--- config.mk ---
export PLATFORM = sky130hd
export DESIGN_NAME = dev_tile
export DESIGN_NICKNAME = d
export VERILOG_FILES = /design/src/hw/tile_pkg.sv /design/src/hw/cfg_regs.sv /design/src/hw/clint_timer.sv /design/src/hw/dev_cmd_router.sv /design/src/hw/dev_tile.sv
export SDC_FILE = /design/constraint.sdc
export NUM_CORES = 1
export LEC_CHECK = 0
export ABC_AREA = 0
export BUFFER_PORTS_ARGS = -buffer_cell sky130_fd_sc_hd__clkbuf_2
export CAP_MARGIN = 20
export CORE_MARGIN = 4
export CORE_UTILIZATION = 51
export DETAILED_ROUTE_END_ITERATION = 8
export HOLD_SLACK_MARGIN = 0.05
export PLACE_DENSITY = 0.76
export SYNTH_ARGS = -nofsm -noshare
export SYNTH_HDL_FRONTEND = slang
export SYNTH_SLANG_ARGS = --single-unit
--- constraint.sdc ---
create_clock -name clk_i -period 8 [get_ports clk_i]
set_input_delay 1.2 -clock clk_i [delete_from_list [all_inputs] [get_ports clk_i]]
set_output_delay 1.2 -clock clk_i [all_outputs]
set_load 0.01 [all_outputs]
--- src/hw/tile_pkg.sv ---
// Tile memory network package: address map, device ids and message formats
`default_nettype none

package tile_pkg;

  localparam int PADDR_W = 32;
  localparam int DATA_W  = 64;
  localparam int DEV_W   = 4;
  localparam int OFS_W   = 20;

  // Everything at or above this is main memory
  localparam logic [PADDR_W-1:0] DRAM_BASE = 32'h8000_0000;

  // Local device ids
  localparam logic [DEV_W-1:0] CLINT_DEV = 4'd1;
  localparam logic [DEV_W-1:0] CFG_DEV   = 4'd2;
  localparam logic [DEV_W-1:0] CACHE_DEV = 4'd5;

  // Config register offsets
  localparam logic [OFS_W-1:0] CFG_FREEZE_OFS   = 20'h0_0000;
  localparam logic [OFS_W-1:0] CFG_DID_OFS      = 20'h0_0008;
  localparam logic [OFS_W-1:0] CFG_HOST_DID_OFS = 20'h0_0010;
  localparam logic [OFS_W-1:0] CFG_SCRATCH_OFS  = 20'h0_0018;

  // Interruptor register offsets
  localparam logic [OFS_W-1:0] CLINT_MSIP_OFS     = 20'h0_0000;
  localparam logic [OFS_W-1:0] CLINT_MTIMECMP_OFS = 20'h0_4000;
  localparam logic [OFS_W-1:0] CLINT_MTIME_OFS    = 20'h0_bff8;

  typedef struct packed {
    logic [7:0]       upper;
    logic [DEV_W-1:0] dev;
    logic [OFS_W-1:0] ofs;
  } local_addr_s;

  // Same address word seen raw or split into device and offset
  typedef union packed {
    logic [PADDR_W-1:0] raw;
    local_addr_s        loc;
  } paddr_u;

  typedef enum logic {
    MEM_RD = 1'b0,
    MEM_WR = 1'b1
  } mem_op_e;

  typedef struct packed {
    mem_op_e           op;
    paddr_u            addr;
    logic [DATA_W-1:0] data;
  } mem_msg_s;

  typedef enum logic [1:0] {
    DST_MEM   = 2'd0,
    DST_CFG   = 2'd1,
    DST_CLINT = 2'd2,
    DST_LOOP  = 2'd3
  } dst_e;

endpackage

`default_nettype wire

--- src/hw/cfg_regs.sv ---
// Configuration register device: freeze, device ids and a scratch word
`timescale 1ns/1ps
`default_nettype none

module cfg_regs
  import tile_pkg::*;
#(
  parameter int DID_W = 8
) (
  input  logic             clk_i,
  input  logic             rst_i,

  input  logic             cmd_v_i,
  output logic             cmd_ready_o,
  input  mem_msg_s         cmd_i,

  output logic             resp_v_o,
  input  logic             resp_ready_i,
  output mem_msg_s         resp_o,

  input  logic [DID_W-1:0] my_did_i,
  input  logic [DID_W-1:0] host_did_i,
  output logic             freeze_o
);

  logic              resp_v_r;
  mem_msg_s          resp_r;
  logic              freeze_r;
  logic [DATA_W-1:0] scratch_r;
  logic [DATA_W-1:0] rd_data;
  paddr_u            cmd_addr;
  logic              cmd_fire;
  logic              wr_en;

  assign cmd_addr    = cmd_i.addr;
  assign cmd_ready_o = !resp_v_r;
  assign cmd_fire    = cmd_v_i && cmd_ready_o;
  assign wr_en       = cmd_fire && (cmd_i.op == MEM_WR);

  always_comb begin
    case (cmd_addr.loc.ofs)
      CFG_FREEZE_OFS:   rd_data = DATA_W'(freeze_r);
      CFG_DID_OFS:      rd_data = DATA_W'(my_did_i);
      CFG_HOST_DID_OFS: rd_data = DATA_W'(host_did_i);
      CFG_SCRATCH_OFS:  rd_data = scratch_r;
      default:          rd_data = '0;
    endcase
  end

  // Core held frozen until software clears it
  always_ff @(posedge clk_i) begin
    if (rst_i) begin
      freeze_r  <= 1'b1;
      scratch_r <= '0;
    end else if (wr_en) begin
      if (cmd_addr.loc.ofs == CFG_FREEZE_OFS) begin
        freeze_r <= cmd_i.data[0];
      end
      if (cmd_addr.loc.ofs == CFG_SCRATCH_OFS) begin
        scratch_r <= cmd_i.data;
      end
    end
  end

  always_ff @(posedge clk_i) begin
    if (rst_i) begin
      resp_v_r <= 1'b0;
    end else if (cmd_fire) begin
      resp_v_r <= 1'b1;
    end else if (resp_ready_i) begin
      resp_v_r <= 1'b0;
    end
  end

  always_ff @(posedge clk_i) begin
    if (cmd_fire) begin
      resp_r.op   <= cmd_i.op;
      resp_r.addr <= cmd_i.addr;
      resp_r.data <= (cmd_i.op == MEM_RD) ? rd_data : '0;
    end
  end

  assign resp_v_o = resp_v_r;
  assign resp_o   = resp_r;
  assign freeze_o = freeze_r;

  a_cmd_held: assert property (@(posedge clk_i) disable iff (rst_i)
    (cmd_v_i && !cmd_ready_o) |=> (cmd_v_i && $stable(cmd_i)));

endmodule

`default_nettype wire

--- src/hw/clint_timer.sv ---
// Core-local interruptor: prescaled machine timer, compare register and software interrupt
`timescale 1ns/1ps
`default_nettype none

module clint_timer
  import tile_pkg::*;
#(
  parameter int TICK_DIV = 4
) (
  input  logic     clk_i,
  input  logic     rst_i,

  input  logic     cmd_v_i,
  output logic     cmd_ready_o,
  input  mem_msg_s cmd_i,

  output logic     resp_v_o,
  input  logic     resp_ready_i,
  output mem_msg_s resp_o,

  output logic     timer_irq_o,
  output logic     software_irq_o
);

  localparam int PRE_W = (TICK_DIV > 1) ? $clog2(TICK_DIV) : 1;

  logic [PRE_W-1:0]  pre_cnt_r;
  logic              tick;
  logic [DATA_W-1:0] mtime_r;
  logic [DATA_W-1:0] mtimecmp_r;
  logic              msip_r;
  logic              resp_v_r;
  mem_msg_s          resp_r;
  logic [DATA_W-1:0] rd_data;
  paddr_u            cmd_addr;
  logic              cmd_fire;
  logic              wr_en;

  assign cmd_addr    = cmd_i.addr;
  assign cmd_ready_o = !resp_v_r;
  assign cmd_fire    = cmd_v_i && cmd_ready_o;
  assign wr_en       = cmd_fire && (cmd_i.op == MEM_WR);

  // Prescaler, one mtime step every TICK_DIV cycles
  assign tick = (pre_cnt_r == PRE_W'(TICK_DIV - 1));

  always_ff @(posedge clk_i) begin
    if (rst_i || tick) begin
      pre_cnt_r <= '0;
    end else begin
      pre_cnt_r <= pre_cnt_r + 1'b1;
    end
  end

  // Software write wins over the tick
  always_ff @(posedge clk_i) begin
    if (rst_i) begin
      mtime_r <= '0;
    end else if (wr_en && (cmd_addr.loc.ofs == CLINT_MTIME_OFS)) begin
      mtime_r <= cmd_i.data;
    end else if (tick) begin
      mtime_r <= mtime_r + 1'b1;
    end
  end

  always_ff @(posedge clk_i) begin
    if (rst_i) begin
      mtimecmp_r <= '1;
      msip_r     <= 1'b0;
    end else if (wr_en) begin
      if (cmd_addr.loc.ofs == CLINT_MTIMECMP_OFS) begin
        mtimecmp_r <= cmd_i.data;
      end
      if (cmd_addr.loc.ofs == CLINT_MSIP_OFS) begin
        msip_r <= cmd_i.data[0];
      end
    end
  end

  always_comb begin
    case (cmd_addr.loc.ofs)
      CLINT_MSIP_OFS:     rd_data = DATA_W'(msip_r);
      CLINT_MTIMECMP_OFS: rd_data = mtimecmp_r;
      CLINT_MTIME_OFS:    rd_data = mtime_r;
      default:            rd_data = '0;
    endcase
  end

  always_ff @(posedge clk_i) begin
    if (rst_i) begin
      resp_v_r <= 1'b0;
    end else if (cmd_fire) begin
      resp_v_r <= 1'b1;
    end else if (resp_ready_i) begin
      resp_v_r <= 1'b0;
    end
  end

  always_ff @(posedge clk_i) begin
    if (cmd_fire) begin
      resp_r.op   <= cmd_i.op;
      resp_r.addr <= cmd_i.addr;
      resp_r.data <= (cmd_i.op == MEM_RD) ? rd_data : '0;
    end
  end

  assign resp_v_o       = resp_v_r;
  assign resp_o         = resp_r;
  assign timer_irq_o    = (mtime_r >= mtimecmp_r);
  assign software_irq_o = msip_r;

  a_cmd_held: assert property (@(posedge clk_i) disable iff (rst_i)
    (cmd_v_i && !cmd_ready_o) |=> (cmd_v_i && $stable(cmd_i)));

endmodule

`default_nettype wire

--- src/hw/dev_cmd_router.sv ---
// Command router: decodes the address, steers one command at a time and returns the response
`timescale 1ns/1ps
`default_nettype none

module dev_cmd_router
  import tile_pkg::*;
(
  input  logic     clk_i,
  input  logic     rst_i,

  input  logic     cmd_v_i,
  output logic     cmd_ready_o,
  input  mem_msg_s cmd_i,

  output logic     resp_v_o,
  input  logic     resp_ready_i,
  output mem_msg_s resp_o,

  output mem_msg_s dev_cmd_o,
  output logic     mem_cmd_v_o,
  output logic     cfg_cmd_v_o,
  output logic     clint_cmd_v_o,
  input  logic     mem_cmd_ready_i,
  input  logic     cfg_cmd_ready_i,
  input  logic     clint_cmd_ready_i,

  input  logic     mem_resp_v_i,
  input  logic     cfg_resp_v_i,
  input  logic     clint_resp_v_i,
  input  mem_msg_s mem_resp_i,
  input  mem_msg_s cfg_resp_i,
  input  mem_msg_s clint_resp_i,
  output logic     mem_resp_ready_o,
  output logic     cfg_resp_ready_o,
  output logic     clint_resp_ready_o
);

  typedef enum logic [1:0] {
    ST_IDLE = 2'd0,
    ST_SEND = 2'd1,
    ST_WAIT = 2'd2
  } state_e;

  state_e   state_r;
  state_e   state_n;
  mem_msg_s cmd_r;
  dst_e     dst_r;
  dst_e     dst_dec;
  paddr_u   dec_addr;
  logic     is_local;
  logic     cmd_fire;
  logic     dev_ready;
  logic     sel_resp_v;
  mem_msg_s sel_resp;
  mem_msg_s loop_resp;
  logic     resp_fire;

  assign dec_addr = cmd_i.addr;
  assign is_local = (dec_addr.raw < DRAM_BASE);

  // Cache hits are served by the memory port
  always_comb begin
    if (!is_local) begin
      dst_dec = DST_MEM;
    end else if (dec_addr.loc.dev == CFG_DEV) begin
      dst_dec = DST_CFG;
    end else if (dec_addr.loc.dev == CLINT_DEV) begin
      dst_dec = DST_CLINT;
    end else if (dec_addr.loc.dev == CACHE_DEV) begin
      dst_dec = DST_MEM;
    end else begin
      dst_dec = DST_LOOP;
    end
  end

  assign cmd_ready_o = (state_r == ST_IDLE);
  assign cmd_fire    = cmd_v_i && cmd_ready_o;

  always_ff @(posedge clk_i) begin
    if (cmd_fire) begin
      cmd_r <= cmd_i;
      dst_r <= dst_dec;
    end
  end

  // Command steering
  assign dev_cmd_o     = cmd_r;
  assign mem_cmd_v_o   = (state_r == ST_SEND) && (dst_r == DST_MEM);
  assign cfg_cmd_v_o   = (state_r == ST_SEND) && (dst_r == DST_CFG);
  assign clint_cmd_v_o = (state_r == ST_SEND) && (dst_r == DST_CLINT);

  // Loopback echo of the held command
  assign loop_resp = '{op: cmd_r.op, addr: cmd_r.addr, data: '0};

  always_comb begin
    case (dst_r)
      DST_MEM: begin
        dev_ready  = mem_cmd_ready_i;
        sel_resp_v = mem_resp_v_i;
        sel_resp   = mem_resp_i;
      end
      DST_CFG: begin
        dev_ready  = cfg_cmd_ready_i;
        sel_resp_v = cfg_resp_v_i;
        sel_resp   = cfg_resp_i;
      end
      DST_CLINT: begin
        dev_ready  = clint_cmd_ready_i;
        sel_resp_v = clint_resp_v_i;
        sel_resp   = clint_resp_i;
      end
      default: begin
        dev_ready  = 1'b1;
        sel_resp_v = 1'b1;
        sel_resp   = loop_resp;
      end
    endcase
  end

  assign resp_v_o  = (state_r == ST_WAIT) && sel_resp_v;
  assign resp_o    = sel_resp;
  assign resp_fire = resp_v_o && resp_ready_i;

  assign mem_resp_ready_o   = (state_r == ST_WAIT) && (dst_r == DST_MEM) && resp_ready_i;
  assign cfg_resp_ready_o   = (state_r == ST_WAIT) && (dst_r == DST_CFG) && resp_ready_i;
  assign clint_resp_ready_o = (state_r == ST_WAIT) && (dst_r == DST_CLINT) && resp_ready_i;

  always_comb begin
    state_n = state_r;
    case (state_r)
      ST_IDLE: begin
        if (cmd_fire) begin
          // Loopback has no device to send to
          state_n = (dst_dec == DST_LOOP) ? ST_WAIT : ST_SEND;
        end
      end
      ST_SEND: begin
        if (dev_ready) begin
          state_n = ST_WAIT;
        end
      end
      ST_WAIT: begin
        if (resp_fire) begin
          state_n = ST_IDLE;
        end
      end
      default: state_n = ST_IDLE;
    endcase
  end

  always_ff @(posedge clk_i) begin
    if (rst_i) begin
      state_r <= ST_IDLE;
    end else begin
      state_r <= state_n;
    end
  end

  a_resp_held: assert property (@(posedge clk_i) disable iff (rst_i)
    (resp_v_o && !resp_ready_i) |=> (resp_v_o && $stable(resp_o)));

  a_resp_from_dst: assert property (@(posedge clk_i) disable iff (rst_i)
    (!mem_resp_v_i || dst_r == DST_MEM) && (!cfg_resp_v_i || dst_r == DST_CFG) &&
    (!clint_resp_v_i || dst_r == DST_CLINT));

endmodule

`default_nettype wire

--- src/hw/dev_tile.sv ---
// Tile device side: command router with memory port, config registers and interruptor
`timescale 1ns/1ps
`default_nettype none

module dev_tile
  import tile_pkg::*;
#(
  parameter int DID_W    = 8,
  parameter int TICK_DIV = 4
) (
  input  logic             clk_i,
  input  logic             rst_i,

  input  logic             cmd_v_i,
  output logic             cmd_ready_o,
  input  mem_msg_s         cmd_i,

  output logic             resp_v_o,
  input  logic             resp_ready_i,
  output mem_msg_s         resp_o,

  output logic             mem_cmd_v_o,
  input  logic             mem_cmd_ready_i,
  output mem_msg_s         mem_cmd_o,
  input  logic             mem_resp_v_i,
  output logic             mem_resp_ready_o,
  input  mem_msg_s         mem_resp_i,

  input  logic [DID_W-1:0] my_did_i,
  input  logic [DID_W-1:0] host_did_i,
  output logic             freeze_o,
  output logic             timer_irq_o,
  output logic             software_irq_o
);

  logic     cfg_cmd_v;
  logic     cfg_cmd_ready;
  logic     cfg_resp_v;
  logic     cfg_resp_ready;
  mem_msg_s cfg_resp;
  logic     clint_cmd_v;
  logic     clint_cmd_ready;
  logic     clint_resp_v;
  logic     clint_resp_ready;
  mem_msg_s clint_resp;

  // The memory port payload is also the shared device command
  dev_cmd_router i_router (
    .clk_i              (clk_i),
    .rst_i              (rst_i),
    .cmd_v_i            (cmd_v_i),
    .cmd_ready_o        (cmd_ready_o),
    .cmd_i              (cmd_i),
    .resp_v_o           (resp_v_o),
    .resp_ready_i       (resp_ready_i),
    .resp_o             (resp_o),
    .dev_cmd_o          (mem_cmd_o),
    .mem_cmd_v_o        (mem_cmd_v_o),
    .cfg_cmd_v_o        (cfg_cmd_v),
    .clint_cmd_v_o      (clint_cmd_v),
    .mem_cmd_ready_i    (mem_cmd_ready_i),
    .cfg_cmd_ready_i    (cfg_cmd_ready),
    .clint_cmd_ready_i  (clint_cmd_ready),
    .mem_resp_v_i       (mem_resp_v_i),
    .cfg_resp_v_i       (cfg_resp_v),
    .clint_resp_v_i     (clint_resp_v),
    .mem_resp_i         (mem_resp_i),
    .cfg_resp_i         (cfg_resp),
    .clint_resp_i       (clint_resp),
    .mem_resp_ready_o   (mem_resp_ready_o),
    .cfg_resp_ready_o   (cfg_resp_ready),
    .clint_resp_ready_o (clint_resp_ready)
  );

  cfg_regs #(
    .DID_W (DID_W)
  ) i_cfg_regs (
    .clk_i        (clk_i),
    .rst_i        (rst_i),
    .cmd_v_i      (cfg_cmd_v),
    .cmd_ready_o  (cfg_cmd_ready),
    .cmd_i        (mem_cmd_o),
    .resp_v_o     (cfg_resp_v),
    .resp_ready_i (cfg_resp_ready),
    .resp_o       (cfg_resp),
    .my_did_i     (my_did_i),
    .host_did_i   (host_did_i),
    .freeze_o     (freeze_o)
  );

  clint_timer #(
    .TICK_DIV (TICK_DIV)
  ) i_clint_timer (
    .clk_i          (clk_i),
    .rst_i          (rst_i),
    .cmd_v_i        (clint_cmd_v),
    .cmd_ready_o    (clint_cmd_ready),
    .cmd_i          (mem_cmd_o),
    .resp_v_o       (clint_resp_v),
    .resp_ready_i   (clint_resp_ready),
    .resp_o         (clint_resp),
    .timer_irq_o    (timer_irq_o),
    .software_irq_o (software_irq_o)
  );

endmodule

`default_nettype wire

==> results of run 1 <==
-- stage by stage --
stage	hold WS, ps	area [µm²]
global placement	416.1	25170
detailed placement	426.6	25170
finish	430.5	27070
global route	457.6	27060
floorplan	408.4	22660
CTS	435.1	27050
-- how the worst max path moves through the flow --
stage | to | startpoint | slack (ps) | depth (start not counted)
2_1_floorplan | i_clint_timer.resp_o[0] | i_router.state_r[1] | 100 | 2
3_3_place_gp | i_clint_timer.mtime_r[63] | i_router.dst_r[1] | 4280 | 8
3_5_place_dp | i_clint_timer.mtime_r[63] | i_router.dst_r[1] | 4180 | 8
4_1_cts | timer_irq_o | i_clint_timer.mtimecmp_r[61] | 3580 | 9
5_1_grt | timer_irq_o | i_clint_timer.mtimecmp_r[62] | 3390 | 9
6_report | timer_irq_o | i_clint_timer.mtimecmp_r[61] | 3590 | 9
-- sequential cells by signal, summed over array words and instances (netlist names) --
name,cells
i_cfg_regs.freeze_o,1
i_cfg_regs.resp_o,97
i_cfg_regs.resp_v_o,1
i_cfg_regs.scratch_r,64
i_clint_timer.mtime_r,64
i_clint_timer.mtimecmp_r,64
i_clint_timer.pre_cnt_r,2
i_clint_timer.resp_o,97
i_clint_timer.resp_v_o,1
i_clint_timer.software_irq_o,1
i_router.dev_cmd_o,97
i_router.dst_r,2
i_router.state_r,2
-- final cells by class --
type / count / area (µm²)
Sequential cell: 493 / 12800
Inverter: 80 / 300.3
Antenna cell: 6 / 15.01
Multi-Input combinational cell: 1404 / 9061
Fill cell: 3385 / 16390
Timing Repair Buffer: 440 / 2271
Clock inverter: 34 / 455.4
Clock buffer: 65 / 1433
Tap cell: 585 / 732.0
-- synthesized netlist by cell type (5+ instances only) --
cell type	count	share of area (%)
clkbuf_1	85	1.4
ha_1	66	3.6
or3_1	5	0.14
nand2b_1	6	0.17
nor3_2	8	0.35
nor3_1	88	1.9
mux2_2	8	0.40
a21o_1	5	0.17
buf_1	8	0.13
nand3_1	33	0.73
a22oi_1	70	2.3
and4_1	6	0.23
and2_1	61	1.7
xor2_1	19	0.73
inv_1	80	1.3
dfxtp_1	200	18
and3_1	16	0.44
nor4_2	7	0.39
mux4_2	33	3.3
nand4_1	37	1.0
nor2_1	228	3.8
edfxtp_1	293	39
mux2i_1	65	2.9
nand2_1	235	3.9
nor2b_1	5	0.14
a21oi_1	161	3.6
nor4_1	8	0.22
a211oi_1	59	2.0
xnor2_1	41	1.6
o21ai_0	81	1.8
buf_2	37	0.82
-- worst max-delay path, stage by stage, from the launching register on --
cell and delay, ps:
dfxtp_1 360, inv_1 50, ha_1 300, nand4_1 210
nor4_1 700, nand4_1 290, nor2_1 240, o311ai_0 170
nand4b_1 120, clkbuf_2 180
-- cells by family (layout without fill, tap and decap cells) --
logic type,count (synthesis),in the layout
AO/OA/AOI/OAI,405,405
XOR/XNOR,60,60
adder cells (fa/ha/maj),66,66
buffers and inverters,213,619
flip-flops,493,493
multiplexers,106,106
other,0,6
AND/OR/NAND/NOR,767,767
-- report_power, final --
part	internal [W]	leakage, nW	switching (W)
Clock	0.00160	0.924	0.00103
Combinational	0.000178	5.51	0.000266
Sequential	0.00275	4.42	0.0000796
Total	0.00453	10.9	0.00138
-- layer usage --
| layer | vias up | global-route usage (%) | routed length [µm] |
|---|---|---|---|
| li1 | 8382 | - | - |
| met1 | 8892 | 37.73 | 28060 |
| met2 | 918 | 45.67 | 32990 |
| met3 | 141 | 6.453 | 6574 |
| met4 | 4 | 10.87 | 2352 |
| met5 | - | 0 | 22 |
==> out/metrics.yaml, run 1 <==
drv_cap: 0
avgSynthCellArea_um2: 10.74
grt.overflow.total: 0
vias: 18340
io_pins: 417
ys.warnings.count: 0
vias_per_cell: 5.902
timing.rr.start: "i_router.dev_cmd_o[72]"
route.detailed.drc: 0
synth_area_mm2: 0.02266
drive_above_1_share_pct: 24.28
dpl.hpwl_um: 49190
yosysSeqAreaShare_pct: 56.51
crit_path_start_kind: "flip-flop"
cts_setup_buffers: 0
min_period_over_period_pct: 55.14
synth_top_family_by_area: "simple AND/OR/NAND/NOR gates"
drtIter0Drc: 1964
hold_buffers: 0
clk_pin_slew_ps: 60
endpoint_kind: "output port"
critical_path.max_fanout: 4
postRouteAntennaNets: 0
hold_end: "i_clint_timer.pre_cnt_r[0]"
cts.sinks: 493
cts_tree: "yes"
place_ws_ps: 4175
synth-xor-area-share_pct: 2.319
r2r_setup_slack_ps: 3950
synthSimpleGateAreaFrac_pct: 16.32
fin_crit_ps: 4411
utilization_pct: 62.29
synth_cells: 2110
layout_common_cells: "clkbuf_2, edfxtp_1, nand2_1"
clock_skew_ps: 22.30
grt_first_pass_wirelength_um: 104900
worst_pin_slew_ps: 1045
yosysUniqueCellTypes: 64
die_x_um: 218.8
nNetsFinal: 2754
cts_buffers: 53
grt_max_degree: 94
die_h_um: 218.8
holdCritStartpoint: "i_clint_timer.pre_cnt_r[0]"
slew_viol_final: 0
clock-root-buffer: "clkbuf_16"
min_path_type: "flip-flop to flip-flop"
portBuffers: 416
finalPower_w: 0.005910
grt_util_all_layers_pct: 28.37
worstRegToRegCells: 8
synth_compound_area_share_pct: 10.86
finalHoldViolCount: 0
cts_buffer_depth: 3
post_cts_resized: 0
area_growth_pct: 19.48
leakagePower_nw: 10.86
fp-row-count: 76
synth_nets: 2392
gp_congestion: 0.8894
cp.arrival_ps: 3210
final_common_cell: "clkbuf_2"
routed_wl_um: 70000
r2r-end: "i_clint_timer.mtimecmp_r[41]"
grt_antenna_before_repair: 8
clk_latency_ps: 590
muxShareOfSynthArea_pct: 6.550
grt_pass1_vias: 17600
die-area_mm2: 0.04786
status: "complete, no violations"
synth_flop_cell: "edfxtp_1"
setup_viol: 0
crit_type: "flip-flop to output port"
synth-seq-cells: 493
dpl.cell_count: 3002
grt_setup_unrepaired: "no"
instances_no_fill: 3107
synth_adder_area_share_pct: 3.645
vdd_drop_max_mv: 0.1623
slew-limit-headroom_pct: 30.36
fp.coreArea_mm2: 0.04346
drtPass1Iterations: 6
initial_core_util_pct: 52.14
required_ps: 6800
fin_setup_tns_ps: 0
power_density_mw_per_mm2: 218.3
synth_edf_count: 293
htreeDepth: 2
setup_ws_ps: 3589
holdPathStages: 1
async_flop_share_pct: 0
max_freq_mhz: 226.7
wl_per_cell_um: 22.53
(Power assumes the default switching activity.)
==> inputs of run 2 (changes only) <==
- CORE_UTILIZATION: 51 -> 56
- PLACE_DENSITY: 0.76 -> 0.79
- clock period: 8 -> 4.1 ns (I/O delays scaled with it)
==> out/metrics.yaml, run 2 (synthesis gave the netlist of run 1 again) <==
status: "complete, no violations"  # unchanged
min_path_type: "input pin to flip-flop"  # was flip-flop to flip-flop
cts.sinks: 493  # unchanged
layout_common_cells: "clkbuf_2, edfxtp_1, nand2_1"  # unchanged
crit_chain: "inv_1 -> ha_1 -> nand2b_1 -> a2111oi_0 -> o21ai_0 -> and3_1 -> o311ai_0 -> nand4b_1 -> clkbuf_2"  # was inv_1 -> ha_1 -> nand4_1 -> nor4_1 -> nand4_1 -> nor2_1 -> o311ai_0 -> nand4b_1 -> clkbuf_2
min_period_over_period_pct: 91.51
initial_core_util_pct: 56.89  # was 52.14%
hold_buffers: 0  # unchanged
final_common_cell: "clkbuf_2"  # unchanged
cp.arrival_ps: 3140  # was 3210 ps
grt_antenna_before_repair: 3  # was 8
die-area_mm2: 0.04374  # was 0.04786 mm²
grt_max_degree: 137  # was 94
vias_per_cell: 6.111  # was 5.902
setup_viol: 0  # unchanged
clock_skew_ps: 21.89  # was 22.30 ps
fin_area_mm2: 0.02714  # was 0.02707 mm²
max_freq_mhz: 266.5
wl_per_cell_um: 23.08  # was 22.53 µm
post_cts_resized: 0  # unchanged
placed_area_mm2: 0.02521  # was 0.02517 mm²
slew_viol_final: 0  # unchanged
finalHoldViolCount: 0  # unchanged
fp.coreArea_mm2: 0.03982  # was 0.04346 mm²
cts_buffers: 53  # unchanged
instances_no_fill: 3050  # was 3107
required_ps: 3480  # was 6800 ps
fin_crit_ps: 3752
drtPass1Iterations: 6  # unchanged
dpl.cell_count: 2946  # was 3002
dpl.hpwl_um: 49350  # was 49190 µm
nNetsFinal: 2759  # was 2754
clk_pin_slew_ps: 60  # about the same
die_h_um: 209.1  # was 218.8 µm
htreeDepth: 2  # unchanged
r2r_setup_slack_ps: 970  # was 3950 ps
holdWs_ps: 180.9  # was 430.5 ps
drtIter0Drc: 2360  # was 1964
gp_congestion: 0.9396  # was 0.8894
vias: 18640  # was 18340
grt_first_pass_wirelength_um: 106400  # was 104900 µm
leakagePower_nw: 10.92  # was 10.86 nW
routed_wl_um: 70380  # was 70000 µm
crit_type: "flip-flop to output port"  # unchanged
portBuffers: 416  # unchanged
power_density_mw_per_mm2: 425.1  # was 218.3 mW/mm²
area_growth_pct: 19.81  # was 19.48%
clock-root-buffer: "clkbuf_16"  # unchanged
worst_path_largest_cell_delay_ps: 470  # was 700 ps
endpoint_kind: "output port"  # unchanged
cts_tree: "yes"  # unchanged
grt.overflow.total: 0  # unchanged
grt_util_all_layers_pct: 30.97  # was 28.37%
grt_pass1_vias: 17840  # was 17600
drive_above_1_share_pct: 24.54  # was 24.28%
worst_pin_slew_ps: 946.3  # was 1045 ps
fin_setup_tns_ps: 0  # unchanged
crit_path_start_kind: "flip-flop"  # unchanged
grt_setup_unrepaired: "no"  # unchanged
vdd_drop_max_mv: 0.3564  # was 0.1623 mV
cts_setup_buffers: 0  # unchanged
io_pins: 417  # unchanged
slowest_stage: "a2111oi_0"  # was nor4_1
drv_cap: 0  # unchanged
fp-row-count: 73  # was 76
die_x_um: 209.1  # was 218.8 µm
slew-limit-headroom_pct: 36.92  # was 30.36%
postRouteAntennaNets: 0  # unchanged
clk_latency_ps: 610  # was 590 ps
route.detailed.drc: 0  # unchanged
critical_path.max_fanout: 5  # was 4
cts_buffer_depth: 3  # unchanged
run 2: changes by cell type in the layout (fill, tap and decap cells not counted), sizes merged:
cell	before	now
inv	85	84
buf	24	29
clkinvlp	4	3
bufinv	10	6
diode	6	3
clkbuf	481	488
run 2: path summary, 6_finish.rpt:
path | from | to | depth (start not counted)
min | cmd_i[7] | i_router.dev_cmd_o[7] | 1
max | i_clint_timer.mtime_r[0] | timer_irq_o | 9
min reg2reg | i_clint_timer.pre_cnt_r[0] | i_clint_timer.pre_cnt_r[0] | 1
max reg2reg | i_router.dev_cmd_o[70] | i_cfg_regs.resp_o[55] | 6
run 2: area by class of cell:
cell class              instances  area [µm²]
flip-flops and latches        493       12800
well taps                     525       656.9
inverters                      80       300.3
diodes                          3       7.507
clock inverters                28       322.8
repair buffers                445        2404
clock buffers                  72        1574
fillers                      2908       12680
multi-input cells            1404        9077
run 2: worst max-delay path, delay by kind of cell (launching register included):
family          cells  cell delay (ps)
fa+ha+maj           1              260
compound gates      3             1100
buf+inv             2              250
flops               1              440
simple gates        3              480
run 2: layer usage:
layer | vias up | part of all wire, % | track usage (%) | routed length [µm]
met3 | 153 | 10 | 6.771 | 7109
li1 | 8392 | - | - | -
met1 | 8996 | 39 | 41.31 | 27220
met5 | - | 0 | 0 | 0
met2 | 1097 | 47 | 50.01 | 33280
met4 | 0 | 3.9 | 11.86 | 2774
run 2: power breakdown:
group	switching [W]	internal, W	total (W)	leakage (nW)
combinational	0.000532	0.000360	0.000892	5.57
clock	0.00204	0.00308	0.00512	0.931
sequential	0.000160	0.00537	0.00553	4.42
run 2: stage by stage:
| stage | total power, W | worst slack [ps] | util, % |
|---|---|---|---|
| finish | 0.01154 | 348.1 | 68.16 |
| global route | 0.01185 | 175.1 | 68.16 |
| CTS | 0.01157 | 384.1 | 68.08 |
| detailed placement | 0.006504 | 989.4 | 63.31 |
| global placement | 0.006483 | 1049 | 63.31 |
| floorplan | 0.006014 | -130.6 | - |
